[src/hdl/pipe_pkg.sv]
`default_nettype none

package pipe_pkg;

    typedef logic [2:0]  reg_idx_t;
    typedef logic [15:0] word_t;
    typedef logic [7:0]  seq_t;
    typedef logic [3:0]  stall_cnt_t;
    typedef logic [15:0] stamp_t;
    typedef logic [5:0]  imm_t;

    typedef enum logic [2:0] {
        OP_NOP  = 3'd0,
        OP_ADD  = 3'd1,
        OP_SUB  = 3'd2,
        OP_ADDI = 3'd3,
        OP_LD   = 3'd4,
        OP_ST   = 3'd5
    } opcode_t;

    // rs2 sits in imm[2:0] for register-register operations
    typedef struct packed {
        opcode_t  op;
        reg_idx_t rd;
        reg_idx_t rs1;
        logic     rsvd;
        imm_t     imm;
    } instr_t;

    // Record carried between pipeline stages
    typedef struct packed {
        logic       valid;
        seq_t       seq;
        opcode_t    op;
        reg_idx_t   rd;
        reg_idx_t   rs1;
        reg_idx_t   rs2;
        word_t      opa;
        word_t      opb;
        imm_t       imm;
        word_t      result;
        logic       we;
        stall_cnt_t stall_cnt;
    } stage_rec_t;

    // Completion record offered on the retire port
    typedef struct packed {
        seq_t       seq;
        reg_idx_t   rd;
        logic       we;
        word_t      result;
        stall_cnt_t stall_cnt;
        stamp_t     stamp;
    } retire_rec_t;

    typedef enum logic {
        F_IDLE,
        F_ACK
    } fetch_state_t;

    typedef enum logic [1:0] {
        R_IDLE,
        R_REQ,
        R_DROP
    } retire_state_t;

endpackage

`default_nettype wire

[src/hdl/decode_stage.sv]
`timescale 1ns/1ps
`default_nettype none

module decode_stage (
    input  wire                     clk,
    input  wire                     rst,
    input  wire pipe_pkg::stage_rec_t in_rec,
    input  wire                     advance,
    input  wire pipe_pkg::stage_rec_t ex_rec,
    output logic                    hold,
    input  wire                     wb_en,
    input  wire pipe_pkg::reg_idx_t wb_rd,
    input  wire pipe_pkg::word_t    wb_data,
    output pipe_pkg::stage_rec_t    out_rec
);
    import pipe_pkg::*;

    word_t      regs [8];
    stall_cnt_t stall_acc;
    logic       uses_rs1;
    logic       uses_rs2;
    logic       load_use;

    // Writeback in the same cycle is seen by the read
    function automatic word_t read_reg(input reg_idx_t idx);
        if (wb_en && wb_rd == idx) begin
            return wb_data;
        end
        return regs[idx];
    endfunction

    always_comb begin
        uses_rs1 = in_rec.op inside {OP_ADD, OP_SUB, OP_ADDI, OP_LD, OP_ST};
        uses_rs2 = in_rec.op inside {OP_ADD, OP_SUB, OP_ST};
    end

    // LD in execute has no data yet for a dependent in decode
    assign load_use = ex_rec.valid && ex_rec.op == OP_LD &&
                      ((uses_rs1 && ex_rec.rd == in_rec.rs1) ||
                       (uses_rs2 && ex_rec.rd == in_rec.rs2));

    assign hold = in_rec.valid && load_use;

    // Register file
    always_ff @(posedge clk or posedge rst) begin
        if (rst) begin
            for (int i = 0; i < 8; i++) begin
                regs[i] <= '0;
            end
        end else if (wb_en) begin
            regs[wb_rd] <= wb_data;
        end
    end

    always_ff @(posedge clk or posedge rst) begin
        if (rst) begin
            out_rec   <= '0;
            stall_acc <= '0;
        end else if (advance) begin
            if (hold) begin
                // Bubble into execute, count the lost cycle
                out_rec.valid <= 1'b0;
                if (stall_acc != '1) begin
                    stall_acc <= stall_acc + 1'b1;
                end
            end else begin
                out_rec           <= in_rec;
                out_rec.opa       <= read_reg(in_rec.rs1);
                out_rec.opb       <= read_reg(in_rec.rs2);
                out_rec.stall_cnt <= stall_acc;
                stall_acc         <= '0;
            end
        end
    end

endmodule

`default_nettype wire

[src/hdl/execute_stage.sv]
`timescale 1ns/1ps
`default_nettype none

module execute_stage (
    input  wire                       clk,
    input  wire                       rst,
    input  wire pipe_pkg::stage_rec_t in_rec,
    input  wire                       advance,
    input  wire pipe_pkg::stage_rec_t mem_rec,
    input  wire pipe_pkg::stage_rec_t wb_rec,
    output pipe_pkg::stage_rec_t      out_rec
);
    import pipe_pkg::*;

    word_t opa;
    word_t opb;
    word_t imm_ext;
    word_t result;

    // Nearer producer wins; a load in memory has only its address so far
    function automatic word_t fwd(input reg_idx_t idx, input word_t reg_val);
        if (mem_rec.valid && mem_rec.we && mem_rec.op != OP_LD && mem_rec.rd == idx) begin
            return mem_rec.result;
        end
        if (wb_rec.valid && wb_rec.we && wb_rec.rd == idx) begin
            return wb_rec.result;
        end
        return reg_val;
    endfunction

    always_comb begin
        opa     = fwd(in_rec.rs1, in_rec.opa);
        opb     = fwd(in_rec.rs2, in_rec.opb);
        imm_ext = {{10{in_rec.imm[5]}}, in_rec.imm};
        case (in_rec.op)
            OP_ADD:        result = opa + opb;
            OP_SUB:        result = opa - opb;
            OP_ADDI:       result = opa + imm_ext;
            OP_LD, OP_ST:  result = opa + imm_ext;    // effective address
            default:       result = '0;
        endcase
    end

    always_ff @(posedge clk or posedge rst) begin
        if (rst) begin
            out_rec <= '0;
        end else if (advance) begin
            out_rec        <= in_rec;
            out_rec.opa    <= opa;
            // Store data travels on in opb
            out_rec.opb    <= opb;
            out_rec.result <= result;
        end
    end

endmodule

`default_nettype wire

[src/hdl/fetch_stage.sv]
`timescale 1ns/1ps
`default_nettype none

module fetch_stage (
    input  wire                   clk,
    input  wire                   rst,
    input  wire                   instr_req,
    output logic                  instr_ack,
    input  wire pipe_pkg::instr_t instr_word,
    input  wire                   advance,
    input  wire                   hold,
    output pipe_pkg::stage_rec_t  out_rec
);
    import pipe_pkg::*;

    fetch_state_t state;
    seq_t         next_seq;
    logic         take;
    stage_rec_t   word_rec;

    // Slot is usable when empty or when its record moves into decode now
    assign take = (state == F_IDLE) && instr_req && (!out_rec.valid || (advance && !hold));

    always_comb begin
        word_rec           = '0;
        word_rec.valid     = 1'b1;
        word_rec.seq       = next_seq;
        word_rec.op        = instr_word.op;
        word_rec.rd        = instr_word.rd;
        word_rec.rs1       = instr_word.rs1;
        word_rec.imm       = instr_word.imm;
        // A store reads its data register through the second source
        word_rec.rs2       = (instr_word.op == OP_ST) ? instr_word.rd : instr_word.imm[2:0];
        word_rec.we        = instr_word.op inside {OP_ADD, OP_SUB, OP_ADDI, OP_LD};
    end

    always_ff @(posedge clk or posedge rst) begin
        if (rst) begin
            state     <= F_IDLE;
            instr_ack <= 1'b0;
            next_seq  <= '0;
            out_rec   <= '0;
        end else begin
            case (state)
                F_IDLE: begin
                    if (take) begin
                        state     <= F_ACK;
                        instr_ack <= 1'b1;
                    end
                end
                F_ACK: begin
                    // Wait for the driver to release the request
                    if (!instr_req) begin
                        state     <= F_IDLE;
                        instr_ack <= 1'b0;
                    end
                end
                default: state <= F_IDLE;
            endcase

            if (take) begin
                out_rec  <= word_rec;
                next_seq <= next_seq + 1'b1;
            end else if (advance && !hold) begin
                out_rec.valid <= 1'b0;
            end
        end
    end

endmodule

`default_nettype wire

[src/hdl/memory_stage.sv]
`timescale 1ns/1ps
`default_nettype none

module memory_stage #(
    parameter int DMEM_WORDS = 16
) (
    input  wire                       clk,
    input  wire                       rst,
    input  wire pipe_pkg::stage_rec_t in_rec,
    input  wire                       advance,
    output pipe_pkg::stage_rec_t      out_rec
);
    import pipe_pkg::*;

    localparam int AW = $clog2(DMEM_WORDS);

    word_t         dmem [DMEM_WORDS];
    logic [AW-1:0] addr;

    // Address wraps around the memory size
    assign addr = AW'(in_rec.result % DMEM_WORDS);

    always_ff @(posedge clk or posedge rst) begin
        if (rst) begin
            for (int i = 0; i < DMEM_WORDS; i++) begin
                dmem[i] <= '0;
            end
            out_rec <= '0;
        end else if (advance) begin
            if (in_rec.valid && in_rec.op == OP_ST) begin
                dmem[addr] <= in_rec.opb;
            end
            out_rec <= in_rec;
            // Loaded word replaces the address
            if (in_rec.op == OP_LD) begin
                out_rec.result <= dmem[addr];
            end
        end
    end

endmodule

`default_nettype wire

[src/hdl/pipe_top.sv]
`timescale 1ns/1ps
`default_nettype none

module pipe_top #(
    parameter int DMEM_WORDS = 16
) (
    input  wire                    clk,
    input  wire                    rst,
    input  wire                    instr_req,
    output logic                   instr_ack,
    input  wire pipe_pkg::instr_t  instr_word,
    output logic                   retire_req,
    input  wire                    retire_ack,
    output pipe_pkg::retire_rec_t  retire_rec
);
    import pipe_pkg::*;

    // Stage registers, named by the boundary they sit on
    stage_rec_t if_id;
    stage_rec_t id_ex;
    stage_rec_t ex_mem;
    stage_rec_t mem_wb;
    stage_rec_t wb_fwd;

    logic       advance;
    logic       hold;
    logic       wb_en;
    reg_idx_t   wb_rd;
    word_t      wb_data;

    fetch_stage u_fetch (
        .clk        (clk),
        .rst        (rst),
        .instr_req  (instr_req),
        .instr_ack  (instr_ack),
        .instr_word (instr_word),
        .advance    (advance),
        .hold       (hold),
        .out_rec    (if_id)
    );

    // Decode checks its own output register for a load in execute
    decode_stage u_decode (
        .clk     (clk),
        .rst     (rst),
        .in_rec  (if_id),
        .advance (advance),
        .ex_rec  (id_ex),
        .hold    (hold),
        .wb_en   (wb_en),
        .wb_rd   (wb_rd),
        .wb_data (wb_data),
        .out_rec (id_ex)
    );

    execute_stage u_execute (
        .clk     (clk),
        .rst     (rst),
        .in_rec  (id_ex),
        .advance (advance),
        .mem_rec (ex_mem),
        .wb_rec  (wb_fwd),
        .out_rec (ex_mem)
    );

    memory_stage #(
        .DMEM_WORDS (DMEM_WORDS)
    ) u_memory (
        .clk     (clk),
        .rst     (rst),
        .in_rec  (ex_mem),
        .advance (advance),
        .out_rec (mem_wb)
    );

    pipe_tracker u_tracker (
        .clk        (clk),
        .rst        (rst),
        .in_rec     (mem_wb),
        .advance    (advance),
        .wb_en      (wb_en),
        .wb_rd      (wb_rd),
        .wb_data    (wb_data),
        .wb_rec     (wb_fwd),
        .retire_req (retire_req),
        .retire_ack (retire_ack),
        .retire_rec (retire_rec)
    );

endmodule

`default_nettype wire

[src/hdl/pipe_tracker.sv]
`timescale 1ns/1ps
`default_nettype none

module pipe_tracker (
    input  wire                       clk,
    input  wire                       rst,
    input  wire pipe_pkg::stage_rec_t in_rec,
    output logic                      advance,
    output logic                      wb_en,
    output pipe_pkg::reg_idx_t        wb_rd,
    output pipe_pkg::word_t           wb_data,
    output pipe_pkg::stage_rec_t      wb_rec,
    output logic                      retire_req,
    input  wire                       retire_ack,
    output pipe_pkg::retire_rec_t     retire_rec
);
    import pipe_pkg::*;

    retire_state_t state;
    stamp_t        cycle;
    logic          capture;

    // Slot takes a record only when the previous one has fully retired
    assign capture = in_rec.valid && (state == R_IDLE);
    assign advance = !in_rec.valid || (state == R_IDLE);

    // Register write happens as the record enters the slot
    assign wb_en   = capture && in_rec.we;
    assign wb_rd   = in_rec.rd;
    assign wb_data = in_rec.result;

    // Writeback record used by execute for forwarding
    assign wb_rec  = in_rec;

    always_ff @(posedge clk or posedge rst) begin
        if (rst) begin
            cycle <= '0;
        end else begin
            cycle <= cycle + 1'b1;
        end
    end

    // Four-phase output handshake
    always_ff @(posedge clk or posedge rst) begin
        if (rst) begin
            state      <= R_IDLE;
            retire_req <= 1'b0;
        end else begin
            case (state)
                R_IDLE: begin
                    if (capture) begin
                        state      <= R_REQ;
                        retire_req <= 1'b1;
                    end
                end
                R_REQ: begin
                    if (retire_ack) begin
                        state      <= R_DROP;
                        retire_req <= 1'b0;
                    end
                end
                R_DROP: begin
                    if (!retire_ack) state <= R_IDLE;
                end
                default: state <= R_IDLE;
            endcase
        end
    end

    always_ff @(posedge clk) begin
        if (capture) begin
            retire_rec <= '{seq: in_rec.seq, rd: in_rec.rd, we: in_rec.we,
                            result: in_rec.result, stall_cnt: in_rec.stall_cnt,
                            stamp: cycle};
        end
    end

endmodule

`default_nettype wire

[config.mk]
export PLATFORM = sky130hd
export DESIGN_NAME = pipe_top
export DESIGN_NICKNAME = d
export VERILOG_FILES = /design/src/hdl/pipe_pkg.sv /design/src/hdl/decode_stage.sv /design/src/hdl/execute_stage.sv /design/src/hdl/fetch_stage.sv /design/src/hdl/memory_stage.sv /design/src/hdl/pipe_top.sv /design/src/hdl/pipe_tracker.sv
export SDC_FILE = /design/constraint.sdc
export NUM_CORES = 1
export LEC_CHECK = 0
export CORE_MARGIN = 1
export CORE_UTILIZATION = 30
export CTS_CLUSTER_DIAMETER = 60
export DETAILED_ROUTE_END_ITERATION = 12
export DONT_BUFFER_PORTS = 1
export SYNTH_ARGS = -nofsm -noshare
export SYNTH_HDL_FRONTEND = slang
export SYNTH_HIERARCHICAL = 1
export SYNTH_SLANG_ARGS = --single-unit
[constraint.sdc]
create_clock -name clk -period 10.1 [get_ports clk]
set_input_delay 1.01 -clock clk [delete_from_list [all_inputs] [get_ports clk]]
set_output_delay 1.01 -clock clk [all_outputs]
set_load 0.1 [all_outputs]
; ---- Yosys cells after proc, flatten, opt, wreduce, memory -nomap -nowiden
; Cells that the tools add are included.
[op_classes]
addsub = 6
order_cmp = 6
n_eq_ne = 35
mux = 60
n_bitwise = 6
n_reduce_logical = 41
[op_table]
columns = operator, n
row1 = 2-to-1 mux 16 bit, 21
row2 = bitwise mux 256 bit, 1
row3 = bitwise mux 128 bit, 1
row4 = binary-select mux 16 bit (select 3 bit), 2
row5 = binary-select mux 16 bit (select 4 bit), 1
row6 = demux 16 bit (select 4 bit), 1
row7 = demux 16 bit (select 3 bit), 1
row8 = case mux 16 bit (3 select lines), 1
row9 = adder 16 bit, 2
row10 = equality test 3 bit, 8
row11 = equality test 3 bit (second input constant), 8
row12 = logical AND 1 bit, 22
row13 = 2-to-1 mux 1 bit, 21
row14 = equality test 3 x 2 -> 1 bit (second input constant), 6
row15 = adder 16 x 1 -> 16 bit (second input constant), 1
row16 = subtractor 16 bit, 1
row17 = >= comparator 4 bit (second input constant), 3
row18 = NOT 3 -> 4 bit, 3
row19 = equality test 3 x 1 -> 1 bit (second input constant), 3
row20 = adder 8 x 1 -> 8 bit (second input constant), 1
row21 = 2-to-1 mux 4 bit, 2
row22 = AND reduction 2 bit, 4
row23 = 2-to-1 mux 2 bit, 3
row24 = inequality test 2 x 1 -> 1 bit (second input constant), 3
row25 = other kinds (23), 34
[word_totals]
regBits = 642
word_cells = 224

; ---- Depth between registers and ports, before layout
[logic_depth]
depth_word = 12
ltp_mapped = 21
mapped_depth_nobuf = 20

; ---- By module
; The synthesis kept the hierarchy.
[by_module_without_submodules]
columns = mod, instances, cells_per_inst, area_per_inst_um2, seq_area_each_um2
row1 = memory_stage, 1, 992, 14833.0, 8408.1
row2 = decode_stage, 1, 738, 10528.8, 5305.1
row3 = execute_stage, 1, 508, 5242.5, 2001.9
row4 = pipe_tracker, 1, 215, 2994.1, 1916.8
row5 = fetch_stage, 1, 159, 2084.5, 950.9

; ---- Worst setup path after synthesis
; No wires, ideal clock.
[synth_timing]
kind = reg-to-reg
start = register u_tracker.state[0]
end = register u_decode/regs[80] (netlist name)
setup_ns = 0.125
arrival_time_ns = 5.668
slack_ns = 4.307
stages_incl_launch_ff = 8
synth_period_minus_slack_ns = 5.793
path_cell_list = dfrtp_1 > nor3b_1 > and2_1 > buf_2 > nand2b_1 > nor3b_2 > buf_4 > mux2_2
[synth_via]
elab_chain_len = 3
[synth_lines]
columns = item, line_no
row1 = from (decl), pipe_tracker.sv:19  ; retire_state_t state;
row2 = from (signal assigned), pipe_tracker.sv:46  ; state <= R_IDLE;
row3 = from (signal assigned), pipe_tracker.sv:52  ; state <= R_REQ;
row4 = from (signal assigned), pipe_tracker.sv:58  ; state <= R_DROP;
row5 = zero test 2 bit, pipe_tracker.sv:24  ; assign capture = in_rec.valid && (state == R_IDLE);
row6 = logical AND 1 bit, pipe_tracker.sv:24
row7 = via u_tracker.capture, pipe_tracker.sv:21  ; logic capture;
row8 = logical AND 1 bit, pipe_tracker.sv:28  ; assign wb_en = capture && in_rec.we;
row9 = via wb_en, pipe_top.sv:27  ; logic wb_en;
row10 = "to (signal, indexed assignment)", decode_stage.sv:51  ; regs[wb_rd] <= wb_data;
row11 = to (decl), decode_stage.sv:18  ; word_t regs [8];
; The timed path passes the listed nets, and every way through them passes these cells.
; A chain may end at the register's enable or synchronous reset.

; ---- Worst setup path in the final report
[layout_timing]
start = register u_memory/out_rec[67] (netlist name)
end = register u_execute/out_rec[20] (netlist name)
[layout_via]
elab_chain_len = 8
word_cells_on_any_way = 18
classes_between = add/sub (3) / eq/ne (2) / mux (11) / reduce/logical (2)
[layout_lines]
columns = item, line_no
row1 = from (decl), memory_stage.sv:11  ; output pipe_pkg::stage_rec_t out_rec
row2 = from (signal assigned), memory_stage.sv:33  ; out_rec <= in_rec;
row3 = equality test 3 bit, execute_stage.sv:25  ; if (wb_rec.valid && wb_rec.we && wb_rec.rd == idx) begin
row4 = logical AND 1 bit, execute_stage.sv:25
row5 = 2-to-1 mux 1 bit (2 in series), execute_stage.sv:25
row6 = 2-to-1 mux 16 bit, execute_stage.sv:28  ; return reg_val;
row7 = 2-to-1 mux 16 bit, execute_stage.sv:25
row8 = adder 16 bit (tied with other cells), "execute_stage.sv:38, execute_stage.sv:39"
row9 = case mux 16 bit (3 select lines) (*), execute_stage.sv:35  ; case (in_rec.op)
row10 = to (signal assigned), execute_stage.sv:48  ; out_rec <= in_rec;
row11 = to (decl), execute_stage.sv:11  ; output pipe_pkg::stage_rec_t out_rec
; Mark *: on every way between the ends. The rest lies on a longest branch, timed or not. The select of a mux whose other input is x is not followed.

==> reports/qor.csv <==
metric,value,unit
status,"finished, final reports clean",
maximum VDD drop,0.163,mV
CTS sink cnt,642,
Avg Vias per Cell,5.14,
Port Buffers,0,
DRT antenna net count,0,
Area growth syn-to-layout,10.1,%
Core Footprint,104000,um^2
Slew Limit Fails,0,
Max transition margin,0.180,
Sequential cell area,16300,um^2
RSZ-0062 raised after global routing,false,
met3 WL,3120,um
Tmin final,5.53,ns
Tot GR Track Use,0.146,
Worst Slack Setup Final,4.57,ns
Final period util,0.548,
largest net degree at the start of global routing,196,
power per standard cell area,278,nW/um^2
Initial Util,0.303,
Hold Crit Class,in2async,
"Hold Vio Cnt, Final",0,
Leak Pwr,0.0153,uW
setup bufs post-CTS,0,
wire length of the first global-routing pass,122000,um
Metal-1 WL,35100,um
# resized after CTS,0,
drt total wl,77600,um
routability congestion estimate from global placement,0.872,
DRT Pass-1 Iters,8,
fmax,181,MHz
Top Metal Used,met5,
die height,326,um
grt ovf,0,
area occupied by multi-input gates,13900,um^2
Num CTS Buffers,71,
detailed placement HPWL,50300,um
initial DRC count,1157,
die area,106000,um^2
net switching power,3630,uW
total negative slack,0,ns
"Cell Area, Synth",31500,um^2
most frequent cells in the layout,"591 x dfrtp_1, 459 x mux2_2, 156 x mux2i_1",
Ys Warns,6,
H-Tree Depth,3,
post-place setup slack,4.63,ns
number of fill cells,9994,
# nets final,2267,
Logic pwr share,0.295,
Worst setup EP type,flop,
Slew @ Worst Pin,1.23,ns
clock root buffer,clkbuf_16,
Avg WL per Cell,21.2,um
# rows,118,
synthesized instance count,2314,
Skew-Pair Late Insertion Delay,0.62,ns
vias in the first global route,20200,
highest net fanout along the worst path,21,
"most common cell after layout, fill and taps aside",dfrtp_1,
Clock Skews,0.0282,ns
Max Cap Viol,0,
drt drc,0,
initial antenna violation count,2,
DR vias,18800,
"Reg clk slew, reported paths",0.06,ns
Worst Path Required,10.64,ns
CP Data Arrival Time,6.07,ns
total power,9630,uW
internal power,6000,uW
sequential power share,0.441,
die span in x,326,um
WS Path Type,reg2reg,
CTS tree,yes,
switching part of the total power,0.377,
layout cells sized above 1,0.349,
Post-CTS Hold Buffers,0,
clock buffer depth,3,
Clock power frac,0.264,
Mean Syn Cell Area,13.6,um^2
I/O pin cnt,70,
Final Setup Violations,0,
Syn Nets,2358,
CP Launch Type,flop,
met2 routed WL,37300,um
==> registers in the layout, indices dropped and copies added, names as in the netlist, 2 cells and up <==
register / cells
u_fetch/out_rec: 28
u_execute/out_rec: 52
u_decode/regs: 128
u_memory/out_rec: 33
u_fetch/next_seq: 8
u_tracker/retire_rec: 48
u_memory/dmem: 256
u_decode/stall_acc: 4
u_decode/out_rec: 64
u_tracker/state: 2
u_tracker/cycle: 16
==> stage by stage <==
step	std cells	hold slack, ns	utilization	instance area (um^2)
floorplan	2314	0.421	-	31500
global placement	3530	0.428	0.312	32400
detailed placement	3530	0.431	0.312	32400
CTS	3651	0.145	0.334	34700
global route	3652	0.174	0.334	34700
finish	3652	0.183	0.334	34700
==> path summary, 6_finish.rpt <==
kind / start / slack (ns) / cells past startpoint / endpoint
max: u_memory/out_rec[67] / 4.57 / 18 / u_execute/out_rec[20]
min: rst / 0.18 / 1 / u_execute/out_rec[74]
max reg2reg: u_memory/out_rec[67] / 4.57 / 18 / u_execute/out_rec[20]
min reg2reg: u_memory/out_rec[72] / 0.45 / 0 / u_tracker/retire_rec[41]
max in group asynchronous: rst / 8.12 / 2 / u_decode/regs[88]
min in group clk: u_memory/out_rec[72] / 0.45 / 0 / u_tracker/retire_rec[41]
==> layer usage <==
layer,global-route usage,vias to the layer above
li1,-,8279
met1,0.197,9929
met2,0.239,438
met3,0.0200,137
met4,0.0498,2
met5,0,-
==> power by group through the flow <==
stage	Clock, uW	Combinational [uW]	Sequential, uW
4_1_cts	2610	2840	4250
5_1_grt	2710	3080	4340
3_5_place_dp	0	2830	4300
3_3_place_gp	0	2770	4240
6_report	2540	2840	4250
2_1_floorplan	0	2440	3910
==> worst max-delay path: stages (launching register included) <==
cell and delay, ns:
dfrtp_1 0.71, xor2_1 0.21, nor4_4 0.27, buf_4 0.33
mux2_1 0.37, mux2_2 0.31, inv_2 0.08, ha_1 0.23
a222oi_1 0.43, inv_1 0.11, ha_1 0.31, a21o_1 0.18
a21oi_1 0.23, o21bai_1 0.15, a221o_1 0.36, a211oi_1 0.46
o31ai_1 0.20, or4_1 0.42, o221ai_1 0.08
==> area by class of cell <==
| type | count | share of cell area |
|---|---|---|
| diodes | 1 | 0.0000722 |
| clock buffers | 92 | 0.0565 |
| clock inverters | 29 | 0.00920 |
| inverters | 30 | 0.00368 |
| multi-input cells | 1436 | 0.401 |
| flip-flops and latches | 642 | 0.471 |
| well taps | 1380 | 0.0498 |
| repair buffers | 42 | 0.00946 |
No activity file was read; power rests on OpenSTA's default activity.
